## config.mk

```make
export PLATFORM = sky130hd
export DESIGN_NAME = r5p_regfile
export DESIGN_NICKNAME = d
export VERILOG_FILES = /design/src/common/exec_cfg_pkg.sv /design/src/hdl/r5p_regfile.sv
export SDC_FILE = /design/constraint.sdc
export NUM_CORES = 2
export LEC_CHECK = 0
export ABC_AREA = 1
export BUFFER_PORTS_ARGS = -buffer_cell sky130_fd_sc_hd__buf_2
export CAP_MARGIN = 15
export CORE_MARGIN = 2
export CORE_UTILIZATION = 25
export CTS_CLUSTER_DIAMETER = 120
export DETAILED_ROUTE_END_ITERATION = 10
export MAX_ROUTING_LAYER = met4
export PLACE_DENSITY = 0.4
export REMOVE_ABC_BUFFERS = 1
export SLEW_MARGIN = 20
export SYNTH_ARGS = -nofsm -noshare
export SYNTH_HDL_FRONTEND = slang
export SYNTH_SLANG_ARGS = --single-unit
```

## constraint.sdc

```tcl
create_clock -name clk -period 3.7 [get_ports clk]
set_clock_uncertainty 0.2 [all_clocks]
set_input_delay 0 -clock clk [delete_from_list [all_inputs] [get_ports clk]]
set_output_delay 0 -clock clk [all_outputs]
set_load 0.02 [all_outputs]
```

## src/common/exec_cfg_pkg.sv

```systemverilog
/*
  execution cluster configuration
  data width, register file size and unit latencies
*/

package exec_cfg_pkg;

  // data path width
  localparam int XW = 32;

  // register file
  localparam int NREG = 32;
  localparam int RW   = 5;

  ////////////////////
  // unit latencies
  ////////////////////

  // issue to write request, in cycles
  localparam int ALU_LAT = 1;
  // operand register plus result register
  localparam int MDU_LAT = 2;

endpackage: exec_cfg_pkg

```

## src/hdl/r5p_regfile.sv

```systemverilog
/*
  integer register file, x0 reads zero
  two operand read ports, one write port, one debug read port
*/

`timescale 1ns/1ns

module r5p_regfile (
  input  logic                        clk,
  input  logic                        rst,
  // operand reads
  input  logic [exec_cfg_pkg::RW-1:0] ra1,
  input  logic [exec_cfg_pkg::RW-1:0] ra2,
  output logic [exec_cfg_pkg::XW-1:0] rd1,
  output logic [exec_cfg_pkg::XW-1:0] rd2,
  // writeback
  input  logic                        we,
  input  logic [exec_cfg_pkg::RW-1:0] wa,
  input  logic [exec_cfg_pkg::XW-1:0] wd,
  // debug
  input  logic [exec_cfg_pkg::RW-1:0] dbg_addr,
  output logic [exec_cfg_pkg::XW-1:0] dbg_data
);

  import exec_cfg_pkg::*;

  logic [XW-1:0] regs [NREG];

  // write, x0 never written so it stays zero
  always_ff @(posedge clk)
  begin
    if (rst)
    begin
      for (int i = 0; i < NREG; i++)
        regs[i] <= '0;
    end
    else if (we && (wa != '0))
      regs[wa] <= wd;
  end

  ////////////////////
  // read ports
  ////////////////////

  // no write bypass, a write shows up next cycle
  assign rd1      = regs[ra1];
  assign rd2      = regs[ra2];
  assign dbg_data = regs[dbg_addr];

endmodule: r5p_regfile

```

==> impl_metrics.tcl <==
set metrics [dict create \
    drtAntennaViolNets 0 \
    tightest_slew_ns 1.11 \
    grt_setup_unrepaired "no" \
    grt_pass1_vias 67200 \
    htreeDepth 4 \
    cp-end-kind "register" \
    cpPeakStageDelay_ns 0.77 \
    hp-class "primary input to register" \
    ys_ff_latch 1024 \
    setup_violations 0 \
    yosysWarnings 0 \
    crit_path_end "regs[31][17]" \
    nNetsFinal 9466 \
    io_buffers 150 \
    rows 190 \
    num_vias 71200 \
    period_minus_slack_ns 2.81 \
    antenna_found_initial 10 \
    cp-start-kind "primary input" \
    cts_buffers 137 \
    maxSlewHeadroom_pct 25.3 \
    max_cap_viol_count 0 \
    drc 0 \
    grt_pass1_wl_um 529000 \
    p_leak_nw 32.8 \
    via_per_inst 5.44 \
    largest_register "regs" \
    outcome "complete, no violations" \
    cts_resized 0 \
    place_area_um2 71500 \
    reg.largest.list "regs (1024)" \
    final_util_pct 28.5 \
    drive_above_1_share_pct 7.38 \
    critical_path_class "primary input to register" \
    grt_usage_pct 27.9 \
    critical_path.cell_chain "dlygate4sd3_1 > buf_4 > clkinv_1 > nand4_1 > dlygate4sd3_1 > inv_1 > nand2_2 > buf_4 > nor2_1" \
    grt_overflow 0 \
    place_hpwl_um 218000 \
    synth_area_per_cell_um2 6.97 \
    areaGrowthSynthToFinish_pct 13.8 \
    first_pass_iters 7 \
    yosysSeqAreaShare_pct 45.9 \
    synthCells 9622 \
    core_um2 267000 \
    crit_slowest_cell "buf_4" \
    die_w_um 522 \
    largest_reg_flops 1024 \
    die_h_um 522 \
    clk_pin_slew_worst_paths_ns 0.06 \
    yosys.cell_types.count 16 \
    die_area_um2 272000 \
    cts-root-buf "clkbuf_16" \
    mostFrequentLayoutCell "nand2_1" \
    gp_congestion 0.890 \
    stdcell_area_um2 76300 \
    finalCritPeriodShare_pct 75.9 \
    crit_required_ns 4.04 \
    clock.fmax_mhz 356 \
    cts_tree "yes" \
    arrival_ns 3.14 \
    hold_viol_final 0 \
    syn_area_um2 67000 \
    routed_wl_um 380000 \
    powerDensity_nw_per_um2 444 \
    dr.first_iter.drc_count 9674 \
    clkSinkCount 1024 \
    grt_max_degree 130 \
    peakVddDrop_mv 0.456 \
    crit_path_max_fanout 32 \
    final_cell_mix "4320 x nand2_1, 2305 x nand3_1, 1024 x edfxtp_1" \
    cts_setup_buffers 0 \
    cts.path.max_buffers 3 \
    drv_slew 0 \
    worstSetupStartpoint "rst" \
    wire_per_inst_um 29.1 \
    ioPinCount 151 \
    ctsHoldBuffers 39 \
    initial_core_util_pct 25.1 \
    fillers 28800 \
]
==> per-stage QoR <==
step	cells	TNS (ns)	power, mW	worst slack, ns	hold slack, ns
floorplan	8806	-82.79	17.1	-0.864	-0.0875
global placement	12800	0	20.4	1.01	0.427
detailed placement	12800	0	20.4	1.04	0.437
CTS	13100	0	33.9	0.929	0.00473
global route	13100	0	34.9	0.887	0.0425
finish	13100	0	33.9	0.893	0.0208
==> worst min-delay path by stage <==
stage,start,endpoint,slack [ns],cells past startpoint
finish,wd[14],regs[3][14],0.02,3
global route,wd[14],regs[22][14],0.04,3
CTS,wd[14],regs[3][14],0.005,3
detailed placement,wd[6],regs[26][6],0.44,3
global placement,wd[6],regs[29][6],0.43,3
floorplan,rst,regs[0][0],-0.09,0
==> per-layer routing <==
layer | track usage (%) | up-vias | part of all wire, %
met5 | - | - | 0
met1 | 35.3 | 34500 | 40
met2 | 42.7 | 4617 | 45
met3 | 4.72 | 985 | 9.4
met4 | 14.6 | 0 | 5.8
li1 | - | 31100 | -
==> where the power goes <==
group / leakage [nW] / switching (mW) / internal [mW]
logic: 20.9 / 4.74 / 1.61
registers: 9.75 / 0.563 / 13.4
clock network: 2.12 / 5.74 / 7.81
total: 32.8 / 11.0 / 22.9
==> cell families (layout without fill, tap and decap cells) <==
family,count (synthesis),after routing,share of synthesized area [%]
and+or+nand+nor,7691,7691,47.4
DFF,1024,1024,45.9
buffers and inverters,906,770,6.73
other,1,37,0.00559
==> synth_stat cells <==
| cell type | count | area, um2 |
|---|---|---|
| buf_4 | 59 | 443 |
| buf_2 | 478 | 2390 |
| nand3_1 | 2305 | 11500 |
| inv_2 | 3 | 11.3 |
| buf_1 | 33 | 124 |
| nor2_1 | 993 | 3730 |
| clkinv_1 | 1 | 3.75 |
| nand2_1 | 4382 | 16400 |
| buf_6 | 38 | 428 |
| inv_4 | 3 | 18.8 |
| clkbuf_1 | 239 | 897 |
| conb_1 | 1 | 3.75 |
| nand4_1 | 4 | 25.0 |
| inv_1 | 52 | 195 |
| nor3_1 | 7 | 35.0 |
| edfxtp_1 | 1024 | 30700 |
==> final cells by class <==
class	count	area, um2	area share (%)
multi-input cells	7723	32000	42.0
flip-flops and latches	1024	30700	40.3
well taps	3552	4440	5.83
repair buffers	466	4330	5.68
clock buffers	181	3780	4.96
clock inverters	64	584	0.766
inverters	59	323	0.423
diodes	5	12.5	0.0164
==> worst max-delay path: cells and delay by family <==
kind                   cells  cell delay, ns
and+or+nand+nor            3            0.39
buffers and inverters      6            2.67
Note: power is estimated with default switching activity, not from simulation.
