File: src/common/exec_cfg_pkg.sv
/*
  execution cluster configuration
  data width, register file size and unit latencies
*/

package exec_cfg_pkg;

  // data path width
  localparam int XW = 32;

  // register file
  localparam int NREG = 32;
  localparam int RW   = 5;

  ////////////////////
  // unit latencies
  ////////////////////

  // issue to write request, in cycles
  localparam int ALU_LAT = 1;
  // operand register plus result register
  localparam int MDU_LAT = 2;

endpackage: exec_cfg_pkg

File: src/hdl/r5p_wb_arbiter.sv
/*
  fixed-priority arbiter for the shared register file write port
  the MDU always wins as it holds the older operation
*/

`timescale 1ns/1ns

module r5p_wb_arbiter (
  input  logic                        clk,
  input  logic                        rst,
  // ALU request
  input  logic                        alu_req,
  input  logic [exec_cfg_pkg::RW-1:0] alu_rd,
  input  logic [exec_cfg_pkg::XW-1:0] alu_data,
  // MDU request
  input  logic                        mdu_req,
  input  logic [exec_cfg_pkg::RW-1:0] mdu_rd,
  input  logic [exec_cfg_pkg::XW-1:0] mdu_data,
  // grants
  output logic                        alu_gnt,
  output logic                        mdu_gnt,
  // write port
  output logic                        wb_valid,
  output logic [exec_cfg_pkg::RW-1:0] wb_rd,
  output logic [exec_cfg_pkg::XW-1:0] wb_data
);

  ////////////////////
  // priority
  ////////////////////

  // MDU is never refused
  assign mdu_gnt = mdu_req;
  // a losing ALU keeps its request for the next cycle
  assign alu_gnt = alu_req & ~mdu_req;

  ////////////////////
  // write port mux
  ////////////////////

  assign wb_valid = alu_req | mdu_req;
  assign wb_rd    = mdu_gnt ? mdu_rd : alu_rd;
  assign wb_data  = mdu_gnt ? mdu_data : alu_data;

endmodule: r5p_wb_arbiter

File: config.mk
export PLATFORM = sky130hd
export DESIGN_NAME = r5p_wb_arbiter
export DESIGN_NICKNAME = d
export VERILOG_FILES = /design/src/common/exec_cfg_pkg.sv /design/src/hdl/r5p_wb_arbiter.sv
export SDC_FILE = /design/constraint.sdc
export NUM_CORES = 1
export LEC_CHECK = 0
export ABC_AREA = 1
export ABC_CLOCK_PERIOD_IN_PS = 800
export BUFFER_PORTS_ARGS = -buffer_cell sky130_fd_sc_hd__buf_2
export CORE_MARGIN = 2
export CORE_UTILIZATION = 26
export DETAILED_ROUTE_END_ITERATION = 10
export PLACE_DENSITY_LB_ADDON = 0.08
export SYNTH_ARGS = -nofsm -noshare
export SYNTH_HDL_FRONTEND = slang
export SYNTH_SLANG_ARGS = --single-unit
File: constraint.sdc
create_clock -name vclk -period 0.8
set_input_delay 0.08 -clock vclk [all_inputs]
set_output_delay 0.08 -clock vclk [all_outputs]
set_load 0.005 [all_outputs]
==> impl_table.tex <==
\begin{tabular}{lr}
\hline
Metric & Value \\
\hline
\multicolumn{2}{l}{\textbf{Setup path}} \\
Largest fanout on the critical path & 11 \\
Nature of the critical path endpoint & output port \\
Crit path arrival time & 0.67 ns \\
Family of cells with the greatest summed delay on the critical path & buffers and inverters \\
Critical Path, Cell by Cell & buf\_2 > inv\_4 > clkbuf\_16 > nand2\_1 > nand2\_1 > buf\_2 \\
Buffers plus inverters on the worst setup path & 4 \\
Maximum single-stage delay on the critical path & 0.15 ns \\
Critical Path Start Type & input port \\
Worst Path Class, Setup & input port to output port \\
Required time of the critical path & 0.72 ns \\
Slowest cell on the critical path & clkbuf\_16 \\
\multicolumn{2}{l}{\textbf{Global routing}} \\
Via count of the first global-routing pass & between 600 and 700 \\
Global-route wire length before repair & 2622 um \\
Global-route met3 utilization & 0.3704\% \\
Overall routing resource usage & 14.66\% \\
Grt met1 use & 16.26\% \\
Grt peak-use layer & met2 \\
Pin count of the biggest net entering global routing & 26 \\
Remaining global-route overflow & 0 \\
Antenna violations before repair & 0 \\
Met2 GRT Util & 31.58\% \\
\multicolumn{2}{l}{\textbf{Die}} \\
Initial core utilization & 28.49\% \\
Row count & 15 \\
Die Area & roughly 2300 um2 \\
Area of the core region & 1783 um2 \\
Width of the die & approximately 48 um \\
Vertical die dimension & 48.20 um \\
I/O Pins & 118 \\
\multicolumn{2}{l}{\textbf{Placement}} \\
Instance area after placement & 1099 um2 \\
Port bufs & 116 \\
Detailed-placement wirelength estimate & approximately 1900 um \\
Placer's final routability congestion estimate & 0.6567 \\
\multicolumn{2}{l}{\textbf{STA}} \\
Count of final max-slew check failures & 0 \\
Unrepaired setup endpoints after global routing & true \\
Period Utilization, post-route & 93.61\% \\
Slew at the pin with the worst max-slew slack & 0.1358 ns \\
Final period demand of the worst path & 0.7489 ns \\
Setup violation total in the final timing report & 0 \\
Post-Route Hold Slack & roughly 0.41 ns \\
Max Clock Freq & 1335 MHz \\
Hold Fails Final Rpt & 0 \\
Headroom to the max-slew limit & 90.95\% \\
\multicolumn{2}{l}{\textbf{Synth}} \\
Number of different library cells in the post-synthesis netlist & 8 \\
Biggest area contributors in the synthesized netlist & nand2\_1, buf\_6, buf\_4 \\
Syn avg cell area & 4.097 um2 \\
Share of the yosys chip area belonging to registers & 0\% \\
Top cell type by total area after synthesis & nand2\_1 \\
Synth top cells by count & nand2\_1, buf\_6, buf\_4 \\
Netlist area before placement & 508.0 um2 \\
Proportion of synthesized area in mux cells & 0\% \\
Basic-gate share of the synthesized area counting and, or, nand and nor cells & between 80\% and 90\% \\
Synthesized Nets & 202 \\
Most common cell in the netlist & nand2\_1 \\
Largest family of logic cells by synthesized area & simple AND/OR/NAND/NOR gates \\
Share of the synthesized area in compound gates (AO/OA/AOI/OAI) & 0\% \\
Area share of the largest cell type after synthesis & approximately 83\% \\
Count of mapped cells out of synthesis & around 120 \\
Synth Area in XOR/XNOR & 0\% \\
Post-synthesis adder-cell area fraction & 0\% \\
Yosys warning count & 0 \\
\multicolumn{2}{l}{\textbf{Power}} \\
Internal power & roughly 0.00033 W \\
IR drop worst, VDD & 0.2628 mV \\
Sw frac & 43.59\% \\
Proportion of power drawn by the clock network & 0\% \\
Sequential share of power & 0\% \\
Total power density per cell area & 522.4 nW/um2 \\
Switching power & 0.0002587 W \\
Leakage dissipation & 0.8472 nW \\
Combinational share of power & 100.0\% \\
\multicolumn{2}{l}{\textbf{Hold path}} \\
Min-delay worst type & input port to output port \\
\multicolumn{2}{l}{\textbf{Route}} \\
DRC violations left & 0 \\
Pre-antenna DRT Iters & 4 \\
Starting DRT DRC Count & 8 \\
Average vias per placed instance & 4.126 \\
Post-route ant nets & 0 \\
Routed wire length & 2275 um \\
Via count & about 1100 \\
Routed WL per cell & 8.716 um \\
\multicolumn{2}{l}{\textbf{Cells and area}} \\
Seq. cell area & 0 um2 \\
Fraction of layout cells with a size suffix above 1 & 52.12\% \\
Final standard cell area without fillers & 1136 um2 \\
Number of clock buffer instances in the layout & 0 \\
Area growth from synthesis to layout & 123.6\% \\
Total number of sequential cells & 0 \\
Number of antenna repair diodes & 0 \\
Nets & roughly 320 \\
\multicolumn{2}{l}{\textbf{Flow run}} \\
Max-cap violations & 0 \\
\multicolumn{2}{l}{\textbf{Run status}} \\
Status & complete, no violations \\
\multicolumn{2}{l}{\textbf{Clocking}} \\
Number of buffers inserted by hold repair at cts & 0 \\
Post-CTS Repair Setup Buffers & 0 \\
Cts repair resizes & 0 \\
\hline
\end{tabular}
## placed cells by master (no fill, tap or decap)
master	netlist	routed
nand2_2	0	1
buf_8	0	1
clkbuf_16	0	1
inv_1	1	1
nand2_1	112	111
buf_12	0	2
buf_2	1	116
nor2_1	1	1
inv_4	0	1
buf_4	3	1
## worst min-delay path, cell delays in order
cell	delay [ns]
buf_2	0.07
nand2_1	0.04
nand2_1	0.04
buf_2	0.10
## kinds of logic after synthesis
kind of cell | count (synthesis)
simple gates | 113
buf+inv | 11
## metal layers
metal  part of all wire (%)  routed length, um
met1                     37                834
met2                     53               1212
met3                     10                228
met4                      0                  0
met5                      0                  0
## power groups by stage
stage / Clock [W] / Combinational [W] / Sequential, W
finish: 0 / 0.000593 / 0
floorplan: 0 / 0.000239 / 0
CTS: 0 / 0.000578 / 0
global route: 0 / 0.000673 / 0
global placement: 0 / 0.000559 / 0
detailed placement: 0 / 0.000575 / 0
## stage by stage
stage               util, %  setup WS (ns)   TNS (ns)  instances  total power, W
floorplan                 -         0.2151          0        124       0.0002392
global placement      61.61        0.04525          0        260       0.0005589
detailed placement    61.61        0.01646          0        260       0.0005755
CTS                   61.61        0.01645          0        260       0.0005776
global route          63.72      -0.005992  -0.007779        261       0.0006733
finish                63.72        0.05109          0        261       0.0005935
## area by class of cell
type / instances / area (um2)
Fill cell: 182 / 646.9
Inverter: 2 / 10.01
Multi-Input combinational cell: 113 / 426.7
Tap cell: 25 / 31.28
Timing Repair Buffer: 121 / 668.1
## worst paths after layout
path                      start          end  slack (ns)  cells past startpoint
worst max-delay path    mdu_req  wb_data[29]        0.05                      6
worst min-delay path  alu_rd[2]     wb_rd[2]        0.41                      4
Power figures use the tool's default switching activity.
