--- src/common/riscv_isa_pkg.sv ---
/*
  RISC-V operation encodings for the integer execution cluster
  cluster opcodes, ALU functions and the MDU control word
*/

package riscv_isa_pkg;

  ////////////////////
  // cluster opcodes
  ////////////////////

  // ALU group in the lower half, M extension in the upper half
  typedef enum logic [3:0] {
    OP_ADD    = 4'd0,
    OP_SUB    = 4'd1,
    OP_AND    = 4'd2,
    OP_OR     = 4'd3,
    OP_XOR    = 4'd4,
    OP_SLT    = 4'd5,
    OP_SLTU   = 4'd6,
    // rd = imm
    OP_LI     = 4'd7,
    OP_MUL    = 4'd8,
    OP_MULH   = 4'd9,
    OP_MULHSU = 4'd10,
    OP_MULHU  = 4'd11,
    OP_DIV    = 4'd12,
    OP_DIVU   = 4'd13,
    OP_REM    = 4'd14,
    OP_REMU   = 4'd15
  } exec_op_t;

  ////////////////////
  // ALU functions
  ////////////////////

  typedef enum logic [2:0] {
    ALU_ADD  = 3'd0,
    ALU_SUB  = 3'd1,
    ALU_AND  = 3'd2,
    ALU_OR   = 3'd3,
    ALU_XOR  = 3'd4,
    ALU_SLT  = 3'd5,
    ALU_SLTU = 3'd6,
    // pass operand b, used by load-immediate
    ALU_PASS = 3'd7
  } alu_op_t;

  ////////////////////
  // MDU control
  ////////////////////

  // result select
  typedef enum logic [1:0] {
    M_MUL = 2'b00,  // low half of product
    M_MUH = 2'b01,  // high half of product
    M_DIV = 2'b10,
    M_REM = 2'b11
  } mdu_op_t;

  // s12 operand signedness
  // 00 unsigned*unsigned, 10 signed*unsigned, 11 signed*signed
  typedef struct packed {
    mdu_op_t    op;
    logic [1:0] s12;
  } ctl_m_t;

endpackage: riscv_isa_pkg

--- src/common/exec_cfg_pkg.sv ---
/*
  execution cluster configuration
  data width, register file size and unit latencies
*/

package exec_cfg_pkg;

  // data path width
  localparam int XW = 32;

  // register file
  localparam int NREG = 32;
  localparam int RW   = 5;

  ////////////////////
  // unit latencies
  ////////////////////

  // issue to write request, in cycles
  localparam int ALU_LAT = 1;
  // operand register plus result register
  localparam int MDU_LAT = 2;

endpackage: exec_cfg_pkg

--- src/hdl/r5p_alu.sv ---
/*
  integer ALU with registered result
  an ungranted result is held and flagged back to issue
*/

`timescale 1ns/1ns

module r5p_alu (
  input  logic                        clk,
  input  logic                        rst,
  // dispatch
  input  logic                        go,
  input  riscv_isa_pkg::alu_op_t      op,
  input  logic [exec_cfg_pkg::XW-1:0] a,
  input  logic [exec_cfg_pkg::XW-1:0] b,
  input  logic [exec_cfg_pkg::RW-1:0] rd_idx,
  // write port
  input  logic                        gnt,
  output logic                        req,
  output logic [exec_cfg_pkg::RW-1:0] rd_out_idx,
  output logic [exec_cfg_pkg::XW-1:0] result,
  output logic                        hold
);

  import riscv_isa_pkg::*;
  import exec_cfg_pkg::*;

  logic [XW-1:0] y;

  // function
  always_comb
  begin
    case (op)
      ALU_ADD:  y = a + b;
      ALU_SUB:  y = a - b;
      ALU_AND:  y = a & b;
      ALU_OR:   y = a | b;
      ALU_XOR:  y = a ^ b;
      ALU_SLT:  y = {{(XW-1){1'b0}}, $signed(a) < $signed(b)};
      ALU_SLTU: y = {{(XW-1){1'b0}}, a < b};
      default:  y = b;
    endcase
  end

  // lost arbitration this cycle
  assign hold = req & ~gnt;

  ////////////////////
  // result register
  ////////////////////

  always_ff @(posedge clk)
  begin
    if (rst)
      req <= 1'b0;
    else if (!hold)
      req <= go;
  end

  // payload frozen while held
  always_ff @(posedge clk)
  begin
    if (go && !hold)
    begin
      result     <= y;
      rd_out_idx <= rd_idx;
    end
  end

endmodule: r5p_alu

--- config.mk ---
export PLATFORM = sky130hd
export DESIGN_NAME = r5p_alu
export DESIGN_NICKNAME = d
export VERILOG_FILES = /design/src/common/riscv_isa_pkg.sv /design/src/common/exec_cfg_pkg.sv /design/src/hdl/r5p_alu.sv
export SDC_FILE = /design/constraint.sdc
export NUM_CORES = 1
export LEC_CHECK = 0
export ABC_AREA = 1
export BUFFER_PORTS_ARGS = -buffer_cell sky130_fd_sc_hd__buf_4
export CAP_MARGIN = 20
export CORE_MARGIN = 2
export CORE_UTILIZATION = 40
export CTS_CLUSTER_SIZE = 8
export DETAILED_ROUTE_END_ITERATION = 10
export GPL_TIMING_DRIVEN = 0
export PLACE_DENSITY_LB_ADDON = 0.3
export SLEW_MARGIN = 10
export SYNTH_ARGS = -nofsm -noshare
export SYNTH_HDL_FRONTEND = slang
export SYNTH_SLANG_ARGS = --single-unit
--- constraint.sdc ---
create_clock -name clk -period 6.2 [get_ports clk]
set_input_delay 0.62 -clock clk [delete_from_list [all_inputs] [get_ports clk]]
set_output_delay 0.62 -clock clk [all_outputs]
set_load 0.1 [all_outputs]
==> impl_metrics.ini, run 1 <==
[synth]
ys_async_sr_fraction = 0
syn_nets = 1652
ys_warn_count = 0
synth_cells = 1469
yosysSeqAreaShare = 0.138
ys_types = 43
syn-cell-area_mm2 = 0.00821
synth-seq-cells = 38
synth_top_flop_cell = edfxtp_1
synth_edf_count = 37
avgSynthCellArea_um2 = 5.59

[global_route]
antenna_found_initial = 0
groute.usage.overall = 0.288
grt_pass1_wl_um = 47500
overflow = 0
grt_max_degree = 26
grt_pass1_vias = 8471

[route]
drt_wl_total_um = 31800
drt-pass1-iter-count = 5
drtIter0Drc = 867
routed_via_density = 5.08
wl_per_cell_um = 17.1
drt.antenna.violating_nets = 0
via_count = 9459
drc_errors = 0

[clock_tree]
ctsHoldBuffers = 0
clkTransAtPathRegs_ns = 0.06
tritoncts = built
cts_root_buf = clkbuf_16
htreeDepth = 2
clock-sinks = 38
post_cts_buffers = 0
clock_latency_ns = 0.31
numCtsBuffers = 5
cts_buffer_depth = 2
cts_repair_resize_count = 0

[outcome]
status = finished, final reports clean

[setup_path]
critPathMaxStageDelay_ns = 0.40
crit_fanout = 4
cpMaxStageDelayCell = fa_1
critPathArrivalTime_ns = 2.88
cp.required_ns = 6.26
crit_path_start_kind = primary input
path_cells = buf_4 > ha_1 > inv_1 > fa_1 > inv_1 > nand2_1 > o21ai_2 > nand2_1 > nand3_1 > nand2_1 > nand2_1 > nand2_1 > nand3_1 > nand3_1 > nand2_1 > inv_1
crit_type = primary input to flip-flop
cp-end-kind = flip-flop
cpMostUsedCell = nand2_1

[sta]
setup_viol = 0
tns_ns = 0
relSlewSlack = 0.339
rsz0062_at_grt = no
hold_viol = 0
worst_pin_slew_ns = 0.992
min_period_ns = 2.81
max_freq_mhz = 356
finalMaxSlewViolations = 0
setup_ws_ns = 3.39
skew_ns = 0.0120
timing.final.crit_share = 0.454

[placement]
io_buffers = 114
hpwl_um = 26400
pre_cts_ws_ns = 3.19
placed_cell_area_mm2 = 0.00944
gp_congestion = 1.01

[pwr]
clock_power_share = 0.234
p_int_uw = 794
ir_drop_mv = 0.0954
p_comb_frac = 0.563
switching_share = 0.497
p_sw_uw = 783
leakagePower_nw = 5.71
power_density_mw_per_mm2 = 164
power_frac_seq = 0.203

[finish]
seqCellArea_mm2 = 0.00113
drive_gt1_frac = 0.126
multi_input_comb_area_mm2 = 0.00559
diodes = 0
stdcell_area_mm2 = 0.00963
fill_cells = 2251
nNetsFinal = 1774
synthToLayoutAreaGrowth_pct = 17.2

[run]
maxCapViolations = 0

[min_path]
min_path_type = primary input to flip-flop

[floorplanning]
dieWidth_um = 147
dieArea_mm2 = 0.0217
dieHeight_um = 147
core_mm2 = 0.0202
initial_core_util = 0.407
pin_count = 115
rows = 52
==> final cells by class <==
class                           count  area share
Multi-Input combinational cell   1057       0.580
Inverter                          338       0.132
Sequential cell                    38       0.117
Timing Repair Buffer              115      0.0910
Tap cell                          270      0.0351
Buffer                             36      0.0242
Clock buffer                        5      0.0130
Clock inverter                      3     0.00715
==> power by group through the flow <==
stage,registers (mW),clock network (mW),logic [mW]
global route,0.322,0.382,0.963
finish,0.320,0.369,0.888
CTS,0.321,0.377,0.876
global placement,0.327,0,0.863
detailed placement,0.326,0,0.872
floorplan,0.499,0,0.440
==> registers in the layout (all words and copies together), names as in the netlist <==
signal,cells
rd_out_idx,5
req,1
result,32
==> worst paths after layout <==
kind | slack [ns] | cells after the start | startpoint | endpoint
setup / recovery | 3.39 | 16 | b[0] | result[20]$_DFFE_PP_
hold / removal | 0.47 | 2 | rst | req$_SDFFE_PP0N_
setup reg to reg | 4.77 | 4 | req$_SDFFE_PP0N_ | result[7]$_DFFE_PP_
hold reg to reg | 0.49 | 2 | req$_SDFFE_PP0N_ | req$_SDFFE_PP0N_
==> worst max-delay path: cells and delay by family <==
family / cells / cell delay (ns)
AO/OA/AOI/OAI: 1 / 0.28
AND/OR/NAND/NOR: 9 / 0.96
buffers and inverters: 4 / 0.37
adder cells (fa/ha/maj): 2 / 0.64
==> synth_stat cells, drive strengths merged, types with 3 or more instances <==
cell      n  area, um^2
a221oi   19         166
ha      105        1310
clkbuf    6        22.5
o221ai    5        43.8
o21bai    5        37.5
edfxtp   37        1110
inv     337        1260
nor2    143         574
nand3   105         546
nor3     19         115
nand2   513        1950
a21oi    69         360
nand4    21         131
o21ai    29         149
o22ai     6        37.5
o31ai     3        22.5
buf      30         210
==> cell usage in the layout (no fill, tap or decap), drive strengths merged <==
cell	instances
a21oi	69
nand4	21
or2	1
a32oi	1
a211oi	1
inv	337
nand3	105
clkbuf	11
fa	2
ha	105
o221ai	5
xor2	1
nor3	19
nand3b	2
a221oi	19
buf	145
o22ai	6
and3	1
a22oi	2
o21ai	29
nand2	513
and2	1
bufinv	2
o31ai	3
o21bai	5
a41oi	1
a31oi	1
o211ai	1
clkinv	2
dfxtp	1
nor2	143
edfxtp	37
==> logic make-up (layout without fill, tap and decap cells) <==
family / Yosys count / in the layout / synth area share
adder cells (fa/ha/maj): 107 / 107 / 0.165
flip-flops: 38 / 38 / 0.138
AO/OA/AOI/OAI: 143 / 143 / 0.106
AND/OR/NAND/NOR: 806 / 806 / 0.408
XOR/XNOR: 1 / 1 / 0.00107
buffers and inverters: 374 / 497 / 0.183
==> stage by stage <==
step	power [mW]	util	std cells	hold slack [ns]
6_report	1.58	0.477	1862	0.465
5_1_grt	1.67	0.477	1862	0.472
4_1_cts	1.57	0.477	1862	0.457
3_5_place_dp	1.20	0.468	1854	0.478
3_3_place_gp	1.19	0.466	1853	0.467
2_1_floorplan	0.939	-	1469	0.689
==> metal layers <==
layer,global-route usage,wire length [um],vias to the layer above
met5,0,0,-
met4,0.0736,673,0
met3,0.0425,2580,35
met2,0.439,13500,363
met1,0.425,15100,4305
li1,-,-,4756
No activity file was read; power rests on OpenSTA's default activity.
==> run 2, diff against run 1 <==
Clock period 6.2 ns to 2.7 ns, I/O delays scaled along.
==> impl_metrics.ini, run 2 (synthesized netlist as in run 1, its figures left out) <==
[clock_tree]
htreeDepth = 2
cts_repair_resize_count = 0
clock_latency_ns = 0.31
post_cts_buffers = 0
cts_buffer_depth = 2
ctsHoldBuffers = 0
cts_root_buf = clkbuf_16
tritoncts = built
numCtsBuffers = 5
clkTransAtPathRegs_ns = 0.06
clock-sinks = 38

[finish]
fin_util = 0.476
drive_gt1_frac = 0.126
diodes = 0
largest_reg_flops = 32
reg_top3 = result x32, rd_out_idx x5, req x1
final_common_cell = nand2_1
seqCellArea_mm2 = 0.00113
multi_input_comb_area_mm2 = 0.00560
synthToLayoutAreaGrowth_pct = 17.0
nNetsFinal = 1774
top_register = result
final_cell_mix = nand2_1, inv_1, nor2_1
fill_cells = 2251

[setup_path]
crit_type = primary input to flip-flop
crit_start = b[8]
rr_endpoint = result[8]$_DFFE_PP_
crit_fanout = 7
cp.required_ns = 2.76
cp-end-kind = flip-flop
reg2reg_setup_slack_ns = 1.26
r2r_cells = 4
crit_path_start_kind = primary input
worstReg2RegStart = req$_SDFFE_PP0N_
critPathArrivalTime_ns = 2.54
crit_path_end = result[18]$_DFFE_PP_

[sta]
finalMaxSlewViolations = 0
timing.final.crit_share = 0.916
skew_ns = 0.0110
min_period_ns = 2.47
hold_viol = 0
worst_pin_slew_ns = 1.07
setup_ws_ns = 0.226
rsz0062_at_grt = no
setup_viol = 0
max_freq_mhz = 404
relSlewSlack = 0.285

[global_route]
grt_pass1_wl_um = 48700
groute.usage.overall = 0.294
grt_max_degree = 25
antenna_found_initial = 0
overflow = 0
grt_pass1_vias = 8590

[run]
maxCapViolations = 0

[floorplanning]
dieWidth_um = 147
dieHeight_um = 147
rows = 52
initial_core_util = 0.407
pin_count = 115
dieArea_mm2 = 0.0217
core_mm2 = 0.0202

[route]
wl_per_cell_um = 17.4
drt_wl_total_um = 32300
drt-pass1-iter-count = 5
drt.antenna.violating_nets = 0
routed_via_density = 5.07
drtIter0Drc = 804
drc_errors = 0
via_count = 9444

[pwr]
leakagePower_nw = 5.70
ir_drop_mv = 0.207
power_density_mw_per_mm2 = 367

[placement]
gp_congestion = 1.00
hpwl_um = 27000
io_buffers = 114
pre_cts_ws_ns = -0.0757

[outcome]
status = finished, final reports clean

[min_path]
min_path_type = primary input to flip-flop
## run 2: worst max-delay path: stages
cell      delay (ns)
buf_4           0.10
inv_1           0.06
ha_1            0.43
nand2_1         0.15
nor2_1          0.37
nand3_1         0.24
nand3b_1        0.28
nand2_1         0.22
nand2_1         0.11
nand2_1         0.05
nand3_1         0.06
nand3_1         0.09
nand2_1         0.07
inv_1           0.03
## run 2: final cells by class
class                   count  area share
inverters                 338       0.132
repair buffers            115      0.0912
flip-flops and latches     38       0.118
multi-input cells        1057       0.582
clock buffers               5      0.0130
plain buffers              36      0.0242
well taps                 270      0.0352
clock inverters             3     0.00417
## run 2: worst min path at each step
stage | startpoint | endpoint | slack (ns) | cells past startpoint
2_1_floorplan | rst | req$_SDFFE_PP0N_ | 0.34 | 1
3_3_place_gp | rst | req$_SDFFE_PP0N_ | 0.43 | 2
3_5_place_dp | rst | req$_SDFFE_PP0N_ | 0.43 | 2
4_1_cts | rst | req$_SDFFE_PP0N_ | 0.11 | 2
5_1_grt | rst | req$_SDFFE_PP0N_ | 0.11 | 2
6_report | rst | req$_SDFFE_PP0N_ | 0.12 | 2
## run 2: per-layer routing
layer,GRT usage,part of all wire
met1,0.437,0.48
met2,0.446,0.42
met3,0.0410,0.083
met4,0.0769,0.022
met5,0,0
## run 2: through the flow
stage	cell area, um^2	TNS, ns	hold slack (ns)	power [mW]	std cells
5_1_grt	9610	0	0.108	3.74	1862
3_3_place_gp	9420	-0.0878	0.427	2.74	1853
4_1_cts	9600	0	0.108	3.51	1862
6_report	9610	0	0.116	3.52	1862
2_1_floorplan	8220	0	0.339	2.16	1469
3_5_place_dp	9440	-0.0757	0.428	2.76	1854
## run 2: report_power, final
group	internal [mW]	total, mW	switching [mW]
clock	0.435	0.739	0.304
combinational	0.569	2.05	1.48
sequential	0.722	0.736	0.0140
==> run 3, diff against run 2 <==
Settings changed: CORE_ASPECT_RATIO set to 0.5.
==> impl_metrics.ini, run 3 (synthesized netlist as in run 1, its figures left out) <==
[placement]
hpwl_um = 24200
placed_cell_area_mm2 = 0.00943
gp_congestion = 1.01
io_buffers = 114

[setup_path]
cpMaxStageDelayCell = fa_1
crit_fanout = 4
crit_path_start_kind = primary input
cp.required_ns = 2.70
cp_num_buf_inv = 4
crit_type = primary input to flip-flop
critPathArrivalTime_ns = 2.50
crit_family = simple AND/OR/NAND/NOR gates
critPathMaxStageDelay_ns = 0.41
cp-end-kind = flip-flop
path_cells = buf_4 > ha_1 > inv_1 > fa_1 > inv_1 > nand2_1 > o21ai_2 > nand2_1 > nand2_1 > inv_1 > o21ai_0 > nand2_1 > nand3_1 > nand4_1
cpMostUsedCell = nand2_1

[finish]
stdcell_area_mm2 = 0.00963
drive_gt1_frac = 0.126
synthToLayoutAreaGrowth_pct = 17.2
diodes = 0
top_register = result
fill_cells = 2159
nNetsFinal = 1774
final_common_cell = nand2_1
seqCellArea_mm2 = 0.00113
final_cell_mix = nand2_1, inv_1, nor2_1
largest_reg_flops = 32
reg_top3 = result x32, rd_out_idx x5, req x1
fin_util = 0.487
multi_input_comb_area_mm2 = 0.00559

[global_route]
grt_pass1_vias = 8223
grt_max_degree = 22
antenna_found_initial = 0
grt_pass1_wl_um = 44900
overflow = 0
groute.usage.overall = 0.272

[sta]
rsz0062_at_grt = no
setup_viol = 0
timing.final.crit_share = 0.923
skew_ns = 0.00927
finalMaxSlewViolations = 0
hold_viol = 0
relSlewSlack = 0.354
holdWs_ns = 0.108
worst_pin_slew_ns = 0.969
min_period_ns = 2.49
max_freq_mhz = 401

[floorplanning]
dieHeight_um = 105
initial_core_util = 0.415
rows = 36
core_mm2 = 0.0198
dieArea_mm2 = 0.0218
pin_count = 115
dieWidth_um = 207

[route]
via_count = 9266
routed_via_density = 4.99
wl_per_cell_um = 15.9
drt.antenna.violating_nets = 0
drt-pass1-iter-count = 6
drc_errors = 0
drtIter0Drc = 1083
drt_wl_total_um = 29600

[clock_tree]
clock_latency_ns = 0.31
ctsHoldBuffers = 0
clock-sinks = 38
htreeDepth = 2
numCtsBuffers = 5
cts_buffer_depth = 2
clkTransAtPathRegs_ns = 0.07
cts_root_buf = clkbuf_16
post_cts_buffers = 0
cts_repair_resize_count = 0
tritoncts = built

[min_path]
min_path_type = primary input to flip-flop

[run]
maxCapViolations = 0

[outcome]
status = finished, final reports clean

[pwr]
ir_drop_mv = 0.207
power_density_mw_per_mm2 = 375
leakagePower_nw = 5.72
## run 3: changes by cell type in the layout (fill, tap and decap cells not counted), sizes merged
| cell | previous run | this run |
|---|---|---|
| bufinv | 1 | 2 |
| clkbuf | 11 | 12 |
| clkinv | 3 | 1 |
## run 3: layout make-up
cell class | count | area share
multi-input cells | 1057 | 0.580
inverters | 338 | 0.132
flip-flops and latches | 38 | 0.117
repair buffers | 115 | 0.0910
well taps | 266 | 0.0346
plain buffers | 36 | 0.0242
clock buffers | 6 | 0.0144
clock inverters | 2 | 0.00624
## run 3: metrics by stage
stage                     power, mW  setup TNS [ns]  std cells  setup slack, ns
after floorplan                2.16               0       1469            0.276
after global placement         2.70               0       1849          0.00687
after detailed placement       2.71        -0.00838       1850         -0.00838
after CTS                      3.59               0       1858            0.309
after global routing           3.82               0       1858            0.138
final                          3.61               0       1858            0.208
## run 3: metal layers
metal  vias up  GRT usage  share of wire
li1       4761          -              -
met1      4093      0.404           0.49
met2       380      0.417           0.41
met3        32     0.0359          0.085
met4         0     0.0556          0.019
met5         -          0              0
## run 3: worst paths after layout
| path | from | endpoint | slack (ns) | cells after the start |
|---|---|---|---|---|
| max reg2reg | req$_SDFFE_PP0N_ | result[13]$_DFFE_PP_ | 1.19 | 4 |
| max | b[0] | result[16]$_DFFE_PP_ | 0.21 | 14 |
| min reg2reg | req$_SDFFE_PP0N_ | req$_SDFFE_PP0N_ | 0.48 | 2 |
| min | rst | req$_SDFFE_PP0N_ | 0.11 | 2 |
## run 3: power breakdown
| part | internal [mW] | switching, mW | total (mW) |
|---|---|---|---|
| Clock | 0.557 | 0.311 | 0.868 |
| Combinational | 0.568 | 1.43 | 2.00 |
| Sequential | 0.722 | 0.0146 | 0.737 |
| Total | 1.85 | 1.76 | 3.61 |
