[config.mk]
export PLATFORM = sky130hd
export DESIGN_NAME = r5p_issue
export DESIGN_NICKNAME = d
export VERILOG_FILES = /design/src/common/riscv_isa_pkg.sv /design/src/common/exec_cfg_pkg.sv /design/src/hdl/r5p_issue.sv
export SDC_FILE = /design/constraint.sdc
export NUM_CORES = 1
export LEC_CHECK = 0
export ABC_AREA = 1
export BUFFER_PORTS_ARGS = -buffer_cell sky130_fd_sc_hd__buf_2
export CORE_MARGIN = 2
export CORE_UTILIZATION = 25
export CTS_CLUSTER_SIZE = 10
export DETAILED_ROUTE_END_ITERATION = 10
export SYNTH_ARGS = -nofsm -noshare
export SYNTH_HDL_FRONTEND = slang
export SYNTH_SLANG_ARGS = --single-unit
[constraint.sdc]
create_clock -name clk -period 1.5 [get_ports clk]
set_input_delay 0.075 -clock clk [delete_from_list [all_inputs] [get_ports clk]]
set_output_delay 0.075 -clock clk [all_outputs]
set_load 0.1 [all_outputs]
[src/common/riscv_isa_pkg.sv]
/*
  RISC-V operation encodings for the integer execution cluster
  cluster opcodes, ALU functions and the MDU control word
*/

package riscv_isa_pkg;

  ////////////////////
  // cluster opcodes
  ////////////////////

  // ALU group in the lower half, M extension in the upper half
  typedef enum logic [3:0] {
    OP_ADD    = 4'd0,
    OP_SUB    = 4'd1,
    OP_AND    = 4'd2,
    OP_OR     = 4'd3,
    OP_XOR    = 4'd4,
    OP_SLT    = 4'd5,
    OP_SLTU   = 4'd6,
    // rd = imm
    OP_LI     = 4'd7,
    OP_MUL    = 4'd8,
    OP_MULH   = 4'd9,
    OP_MULHSU = 4'd10,
    OP_MULHU  = 4'd11,
    OP_DIV    = 4'd12,
    OP_DIVU   = 4'd13,
    OP_REM    = 4'd14,
    OP_REMU   = 4'd15
  } exec_op_t;

  ////////////////////
  // ALU functions
  ////////////////////

  typedef enum logic [2:0] {
    ALU_ADD  = 3'd0,
    ALU_SUB  = 3'd1,
    ALU_AND  = 3'd2,
    ALU_OR   = 3'd3,
    ALU_XOR  = 3'd4,
    ALU_SLT  = 3'd5,
    ALU_SLTU = 3'd6,
    // pass operand b, used by load-immediate
    ALU_PASS = 3'd7
  } alu_op_t;

  ////////////////////
  // MDU control
  ////////////////////

  // result select
  typedef enum logic [1:0] {
    M_MUL = 2'b00,  // low half of product
    M_MUH = 2'b01,  // high half of product
    M_DIV = 2'b10,
    M_REM = 2'b11
  } mdu_op_t;

  // s12 operand signedness
  // 00 unsigned*unsigned, 10 signed*unsigned, 11 signed*signed
  typedef struct packed {
    mdu_op_t    op;
    logic [1:0] s12;
  } ctl_m_t;

endpackage: riscv_isa_pkg

[src/common/exec_cfg_pkg.sv]
/*
  execution cluster configuration
  data width, register file size and unit latencies
*/

package exec_cfg_pkg;

  // data path width
  localparam int XW = 32;

  // register file
  localparam int NREG = 32;
  localparam int RW   = 5;

  ////////////////////
  // unit latencies
  ////////////////////

  // issue to write request, in cycles
  localparam int ALU_LAT = 1;
  // operand register plus result register
  localparam int MDU_LAT = 2;

endpackage: exec_cfg_pkg

[src/hdl/r5p_issue.sv]
/*
  issue stage, operand read and scoreboard hazard check
  decodes the opcode and dispatches to the ALU or the MDU
*/

`timescale 1ns/1ns

module r5p_issue (
  input  logic                        clk,
  input  logic                        rst,
  // issue
  input  logic                        issue_valid,
  input  riscv_isa_pkg::exec_op_t     issue_op,
  input  logic [exec_cfg_pkg::RW-1:0] issue_rd,
  input  logic [exec_cfg_pkg::RW-1:0] issue_rs1,
  input  logic [exec_cfg_pkg::RW-1:0] issue_rs2,
  input  logic [exec_cfg_pkg::XW-1:0] issue_imm,
  output logic                        issue_ready,
  // register file
  output logic [exec_cfg_pkg::RW-1:0] ra1,
  output logic [exec_cfg_pkg::RW-1:0] ra2,
  input  logic [exec_cfg_pkg::XW-1:0] rd1,
  input  logic [exec_cfg_pkg::XW-1:0] rd2,
  // ALU dispatch
  input  logic                        alu_hold,
  output logic                        alu_go,
  output riscv_isa_pkg::alu_op_t      alu_op,
  output logic [exec_cfg_pkg::XW-1:0] alu_a,
  output logic [exec_cfg_pkg::XW-1:0] alu_b,
  output logic [exec_cfg_pkg::RW-1:0] alu_rd,
  // MDU dispatch
  output logic                        mdu_go,
  output riscv_isa_pkg::ctl_m_t       mdu_ctl,
  output logic [exec_cfg_pkg::XW-1:0] mdu_a,
  output logic [exec_cfg_pkg::XW-1:0] mdu_b,
  output logic [exec_cfg_pkg::RW-1:0] mdu_rd,
  // writeback, clears busy
  input  logic                        wb_valid,
  input  logic [exec_cfg_pkg::RW-1:0] wb_rd
);

  import riscv_isa_pkg::*;
  import exec_cfg_pkg::*;

  logic [NREG-1:0] busy;
  logic            hazard;
  logic            fire;
  logic            is_mdu;
  alu_op_t         alu_fn;
  ctl_m_t          m_ctl;

  ////////////////////
  // decode
  ////////////////////

  always_comb
  begin
    is_mdu = 1'b1;
    alu_fn = ALU_ADD;
    m_ctl  = '{op: M_MUL, s12: 2'b11};
    case (issue_op)
      OP_ADD:    is_mdu = 1'b0;
      OP_SUB:    begin is_mdu = 1'b0; alu_fn = ALU_SUB;  end
      OP_AND:    begin is_mdu = 1'b0; alu_fn = ALU_AND;  end
      OP_OR:     begin is_mdu = 1'b0; alu_fn = ALU_OR;   end
      OP_XOR:    begin is_mdu = 1'b0; alu_fn = ALU_XOR;  end
      OP_SLT:    begin is_mdu = 1'b0; alu_fn = ALU_SLT;  end
      OP_SLTU:   begin is_mdu = 1'b0; alu_fn = ALU_SLTU; end
      OP_LI:     begin is_mdu = 1'b0; alu_fn = ALU_PASS; end
      // low half same for any signedness
      OP_MUL:    m_ctl = '{op: M_MUL, s12: 2'b11};
      OP_MULH:   m_ctl = '{op: M_MUH, s12: 2'b11};
      OP_MULHSU: m_ctl = '{op: M_MUH, s12: 2'b10};
      OP_MULHU:  m_ctl = '{op: M_MUH, s12: 2'b00};
      OP_DIV:    m_ctl = '{op: M_DIV, s12: 2'b11};
      OP_DIVU:   m_ctl = '{op: M_DIV, s12: 2'b00};
      OP_REM:    m_ctl = '{op: M_REM, s12: 2'b11};
      default:   m_ctl = '{op: M_REM, s12: 2'b00};
    endcase
  end

  ////////////////////
  // scoreboard
  ////////////////////

  // sources and destination must all be idle
  assign hazard      = busy[issue_rs1] | busy[issue_rs2] | busy[issue_rd];
  assign issue_ready = ~hazard & ~alu_hold;
  assign fire        = issue_valid & issue_ready;

  // clear on writeback, set on dispatch, x0 never marked
  always_ff @(posedge clk)
  begin
    if (rst)
      busy <= '0;
    else
    begin
      if (wb_valid)
        busy[wb_rd] <= 1'b0;
      if (fire && (issue_rd != '0))
        busy[issue_rd] <= 1'b1;
    end
  end

  ////////////////////
  // dispatch
  ////////////////////

  assign ra1 = issue_rs1;
  assign ra2 = issue_rs2;

  assign alu_go = fire & ~is_mdu;
  assign alu_op = alu_fn;
  assign alu_a  = rd1;
  // load-immediate takes imm as b
  assign alu_b  = (issue_op == OP_LI) ? issue_imm : rd2;
  assign alu_rd = issue_rd;

  assign mdu_go  = fire & is_mdu;
  assign mdu_ctl = m_ctl;
  assign mdu_a   = rd1;
  assign mdu_b   = rd2;
  assign mdu_rd  = issue_rd;

endmodule: r5p_issue

==> results of run 1 <==
==> Yosys cell counts (3+ instances only) <==
cell,number,area [sq um]
buf_4,117,878
nand2_1,115,432
nor2_1,66,248
nand3_1,48,240
o21ai_0,46,230
a21oi_1,34,170
inv_1,34,128
dfxtp_1,32,641
mux2_2,32,360
nand4_1,31,194
buf_6,8,90.1
nor3_1,7,35.0
buf_2,6,30.0
clkbuf_1,6,22.5
o21ai_1,6,30.0
inv_2,4,15.0
nand2_2,3,18.8
==> logic make-up (layout without fill, tap and decap cells) <==
group / count (synthesis) / count (layout) / synth area share
mux: 32 / 32 / 0.0915
other cells: 0 / 4 / 0
buf+inv: 183 / 281 / 0.313
simple gates: 277 / 277 / 0.314
compound gates: 91 / 91 / 0.119
flops: 32 / 32 / 0.163
==> metrics by stage <==
step / utilization / cell area [sq um] / setup TNS [ns]
3_5_place_dp: 0.339 / 5200 / -15.02
3_3_place_gp: 0.339 / 5200 / -15.14
6_report: 0.361 / 5520 / -13.94
4_1_cts: 0.355 / 5440 / -13.06
5_1_grt: 0.361 / 5520 / -18.50
2_1_floorplan: - / 4190 / -1.91
==> critical path, cell delays in order (launching register included) <==
cell and delay [ns]:
dfxtp_4 0.35, buf_4 0.15, nand2_2 0.06, nand3_2 0.05, nand3_1 0.07, nand2_1 0.05
nand2_1 0.06, nand3b_1 0.08, nand2_2 0.10, nand2_2 0.07, nor2_4 0.13, buf_12 0.12
nand2_8 0.05, nor2_4 0.16, buf_12 0.18
==> final cells by class <==
cell class,instances,share of cell area
antenna,4,0.00181
clock buffer,5,0.0227
clock inverter,3,0.00770
inverter,40,0.0304
multi-input combinational,400,0.414
sequential,32,0.122
tap,211,0.0478
timing repair buffer,233,0.354
==> how the worst max path moves through the flow <==
stage,startpoint,end,slack (ns)
floorplan,issue_rd[0],alu_go,-0.43
finish,busy[0],alu_go,-0.56
global placement,issue_rd[0],busy[16],-0.50
CTS,busy[6],alu_go,-0.53
detailed placement,issue_rd[0],alu_go,-0.50
global route,busy[26],alu_go,-0.69
==> per-layer routing <==
metal  part of all wire  up-vias
met5                  0        -
met4              0.022        0
met3               0.10       17
met2               0.48      272
met1               0.40     2043
li1                   -     2126
==> power by group through the flow <==
stage	Clock [mW]	Sequential (mW)	Combinational (mW)
after global routing	1.20	0.851	2.32
final	1.16	0.851	2.24
after CTS	1.15	0.858	2.23
after detailed placement	0	0.878	2.20
after global placement	0	0.878	2.20
after floorplan	0	0.874	2.43
==> timing repair <==
item | in CTS | in global routing
pin swaps | 6 | 7
buffers inserted | 2 | 3
setup endpoints to repair | 34 | 34
resized for setup | 17 | 19
gates cloned | 1 | 0
hold endpoints to repair | 0 | 0
==> metrics.md, run 1 <==
| Metric | Value |
|---|---|
| Detailed Route Iter0 Violations | 450 |
| First-pass GRT wire length | 25.0 mm |
| Clock Sinks | 32 |
| Syn Inst Count | 615 |
| Hold-fix buffers, CTS | 0 |
| Sw Ratio | 0.467 |
| Die width | 130 um |
| CP Launch Type | flop |
| Area of the multi-input gates | 2280 sq um |
| Rows | 45 |
| Reg power frac | 0.200 |
| Layout Cells excl Fill | 928 |
| Worst min path class | in2out |
| Clk Tree Root Cell | clkbuf_16 |
| Leak pwr | 2.60 nW |
| Max reg flops | 32 |
| Slew Limit Fails | 0 |
| Pin count of the biggest net entering global routing | 33 |
| Grt peak-use layer | met2 |
| Worst Min Path Start | rd1[22] |
| CP arrival | 1.98 ns |
| RePlAce Congestion | 0.955 |
| Gate power share | 0.526 |
| Cell Int Power | 2.27 mW |
| Met3 Use GR | 0.0661 |
| Most common cell after layout, fill and taps aside | buf_2 |
| Number of cells on the worst hold path | 0 |
| Clk slew on worst S/H paths | 0.05 ns |
| Syn Nets | 740 |
| Synthesis-to-layout area growth | 40.2% |
| Final Setup Violations | 34 |
| Register with the most flip-flops | busy |
| Worst R2R Setup Slack | -0.47 ns |
| CTS H-tree lvls | 2 |
| Die height | 130 um |
| Maximum clock path buffer count | 2 |
| DP HPWL | 14.5 mm |
| Vias per inst | 4.80 |
| # fillers | 1672 |
| PortBufs | 186 |
| Skew final | 0.00626 ns |
| Sequential cell area | 676 sq um |
| Worst-skew pair later-pin latency | 0.28 ns |
| # nets final | 837 |
| Fmax | 0.486 GHz |
| RSZ-0062 raised after global routing | yes |
| GRT Total Usage | 0.203 |
| Cells on worst reg2reg path | 14 |
| CTS tree | yes |
| Hold WS | 0.150 ns |
| Fin. Hold Viols | 0 |
| Avg Synthesized Cell Area | 6.40 sq um |
| Yosys Warn Count | 0 |
| Vias in the first global route | 4087 |
| Hold Path End | alu_a[22] |
| Final Total Pwr | 4.25 mW |
| DR vias | 4458 |
| PwrDens | 770 nW/um^2 |
| Flops & latches, synth | 32 |
| Most used DFF post-synth | dfxtp_1 |
| Max FO, Critical Path | 3 |
| GR Layer Usage met1 | 0.245 |
| Max Cap Violations | 0 |
| Post-Route WL | 17.8 mm |
| Routed Antenna Nets | 0 |
| Initial core utilization | 0.257 |
| I/O Pins | 283 |
| # DRC | 0 |
| Die area | 16800 sq um |
| Endpoint type of the worst setup path | output port |
| VDD IR max | 813 uV |
| Failing checks | negative setup slack |
| Placeable Area | 15300 sq um |
| Req. time, crit path | 1.42 ns |
| Async set-or-reset flop fraction in the synthesized netlist | 0 |
| Worst rel slew slack | 0.539 |
| Syn Std Cell Area | 3940 sq um |
| Inst Count DP | 910 |
| Most frequent cells in the layout | 149 x buf_2, 108 x nand2_1, 61 x nor2_1 |
| Fraction of layout cells with a size suffix above 1 | 0.464 |
| Sw Pwr | 1.99 mW |
| Initial antenna violation count | 4 |
| Clock power frac | 0.274 |
| Distinct cells, synth | 31 |
| Critical R2R Launch | busy[0] |
| Final Cycle Share | 1.37 |
| M2 GR Usage | 0.340 |
| GR Overflow Total | 0 |
| Setup WS post-layout | -0.557 ns |
| Number of synthesized flops with an enable pin | 0 |
| TritonCTS Buffers | 5 |
| Largest registers | busy (32) |
| Min Tclk post-route | 2.06 ns |
| Critical R2R Capture | busy[13] |
| TritonRoute pass-1 iters | 5 |
| Crit path kind | reg2out |
| Sequential area share after synthesis | 0.163 |
| Status | finished with violations |
| Wirelength per Cell | 19.2 um |
| Tightest Pin Transition | 0.691 ns |
| Dpl ws | -0.496 ns |
(Power assumes the default switching activity.)
==> inputs of run 2 (changes only) <==
--- a/config.mk
+++ b/config.mk
@@ -8,7 +8,7 @@
 export ABC_AREA = 1
 export BUFFER_PORTS_ARGS = -buffer_cell sky130_fd_sc_hd__buf_2
 export CORE_MARGIN = 2
-export CORE_UTILIZATION = 25
+export CORE_UTILIZATION = 30
 export CTS_CLUSTER_SIZE = 10
 export DETAILED_ROUTE_END_ITERATION = 10
 export SYNTH_ARGS = -nofsm -noshare
==> metrics.md, run 2 (same netlist as run 1, synthesis figures left out) <==
| Metric | Value |
|---|---|
| Crit path kind | reg2out |
| Largest registers | busy (32) |
| CTS tree | yes |
| VDD IR max | 647 uV (-20%) |
| Die width | 119 um (-8.4%) |
| Register with the most flip-flops | busy |
| Rows | 41 (-8.9%) |
| Worst rel slew slack | 0.568 (+0.0285) |
| TritonCTS Buffers | 5 (unchanged) |
| Die height | 119 um (-8.4%) |
| # DRC | 0 (unchanged) |
| Endpoint type of the worst setup path | output port |
| CTS H-tree lvls | 2 (unchanged) |
| Pin count of the biggest net entering global routing | 33 (unchanged) |
| Post-Route WL | 16.9 mm (-4.8%) |
| Wirelength per Cell | 19.1 um (-0.17%) |
| Tightest Pin Transition | 0.648 ns (-0.0427 ns) |
| Fin. Hold Viols | 0 (unchanged) |
| Status | finished with violations |
| Setup_tns | -13.17 ns (+0.763 ns) |
| Worst Min Path Start | rd1[6] |
| DR vias | 4505 (+1.1%) |
| Fraction of layout cells with a size suffix above 1 | 0.470 (+0.00561) |
| Max reg flops | 32 (unchanged) |
| Fmax | 0.500 GHz (+2.7%) |
| PortBufs | 186 (unchanged) |
| CP arrival | 1.93 ns (-0.05 ns) |
| Initial antenna violation count | 0 (-4) |
| Dpl ws | -0.351 ns (+0.145 ns) |
| Worst setup path start | busy[8] |
| GR Overflow Total | 0 (unchanged) |
| Vias in the first global route | 3987 (-2.4%) |
| DP HPWL | 13.7 mm (-6.0%) |
| Setup WS post-layout | -0.502 ns (+0.0549 ns) |
| CP Launch Type | flop |
| Maximum clock path buffer count | 2 (unchanged) |
| Failing checks | negative setup slack |
| RePlAce Congestion | 0.951 (-0.36%) |
| Max Cap Violations | 0 (unchanged) |
| Util after Layout | 0.428 (+0.0673) |
| First-pass GRT wire length | 24.5 mm (-2.0%) |
| Critical R2R Launch | busy[8] |
| Min Tclk post-route | 2.00 ns (-0.0549 ns) |
| Worst min path class | in2out |
| Req. time, crit path | 1.42 ns (about the same) |
| Skew final | 0.00300 ns (-0.00326 ns) |
| Placeable Area | 12700 sq um (-17%) |
| Clock Sinks | 32 (unchanged) |
| Clk slew on worst S/H paths | 0.05 ns (about the same) |
| Clk Tree Root Cell | clkbuf_16 |
| TritonRoute pass-1 iters | 6 (+1) |
| Final Setup Violations | 34 (unchanged) |
| Detailed Route Iter0 Violations | 561 (+25%) |
| Final Cycle Share | 1.33 (-0.0366) |
| # nets final | 837 (unchanged) |
| Antenna cells | 0 (-4) |
| Max FO, Critical Path | 4 (+1) |
| Hold-fix buffers, CTS | 0 (unchanged) |
| Slew Limit Fails | 0 (unchanged) |
| Leak pwr | 2.60 nW (-0.31%) |
| GRT Total Usage | 0.231 (+0.0287) |
| Die area | 14100 sq um (-16%) |
| PwrDens | 760 nW/um^2 (-1.3%) |
| Vias per inst | 5.09 (+6.0%) |
| RSZ-0062 raised after global routing | yes |
| Routed Antenna Nets | 0 (unchanged) |
| Synthesis-to-layout area growth | 38.2% |
| Hold WS | 0.150 ns (unchanged) |
| Worst-skew pair later-pin latency | 0.28 ns (about the same) |
| I/O Pins | 283 (unchanged) |
| Most common cell after layout, fill and taps aside | buf_2 |
| Initial core utilization | 0.310 (+0.0524) |
| Most frequent cells in the layout | 149 x buf_2, 105 x nand2_1, 61 x nor2_1 |
==> run 2: cell types whose count changed in the layout (fill, tap and decap cells not counted), sizes merged <==
cell	before	now
clkinvlp	1	0
clkinv	2	3
diode	4	0
clkbuf	5	6
bufinv	1	0
==> run 2: final cells by class <==
cell class / instances / area, sq um
Tap cell: 172 / 215
Timing Repair Buffer: 233 / 1960
Clock buffer: 6 / 139
Sequential cell: 32 / 673
Inverter: 40 / 168
Clock inverter: 2 / 10.0
Fill cell: 1304 / 7280
Multi-Input combinational cell: 400 / 2270
==> run 2: what timing repair did <==
item / 4_1_cts / 5_1_grt
cloned: 1 / 0
pin swaps: 6 / 8
buffers inserted: 3 / 0
setup endpoints to repair: 34 / 34
gates resized for setup: 27 / 13
endpoints found under the hold margin: 0 / 0
==> run 2: path summary, 6_finish.rpt <==
| path | depth (start not counted) | to | slack, ns |
|---|---|---|---|
| max | 15 | mdu_go | -0.50 |
| min | 0 | mdu_a[6] | 0.15 |
| max reg2reg | 15 | busy[2] | -0.41 |
| min reg2reg | 2 | busy[20] | 0.51 |
==> run 2: worst max-delay path, stage by stage (launching register included) <==
cell and delay, ns:
dfxtp_1 0.36, nand2_1 0.09, nand2_1 0.05, nand2_1 0.05, nand2_1 0.06, nand2_1 0.07
nand2_1 0.06, nor2_2 0.09, nand2_1 0.07, nor2_2 0.11, nand2_2 0.06, nor2_4 0.11
buf_6 0.12, nand2_8 0.06, nor2_4 0.10, buf_12 0.18
==> run 2: metrics by stage <==
step	total power, mW	std cells	area (sq um)
after floorplan	3.30	615	4190
after global placement	3.09	873	5160
after detailed placement	3.09	873	5160
after CTS	4.13	885	5400
after global routing	4.25	885	5440
final	4.14	885	5440
==> run 2: where the power goes <==
part	leakage, nW	internal, mW	switching (mW)
logic	2.25	0.659	1.60
registers	0.270	0.851	0.00610
clock network	0.0766	0.653	0.368
==> run 2: layer usage <==
metal / part of all wire / GRT usage / vias up
li1: - / - / 2124
met4: 0.023 / 0.0595 / 0
met2: 0.46 / 0.370 / 285
met5: 0 / 0 / -
met3: 0.12 / 0.0811 / 34
met1: 0.41 / 0.296 / 2062
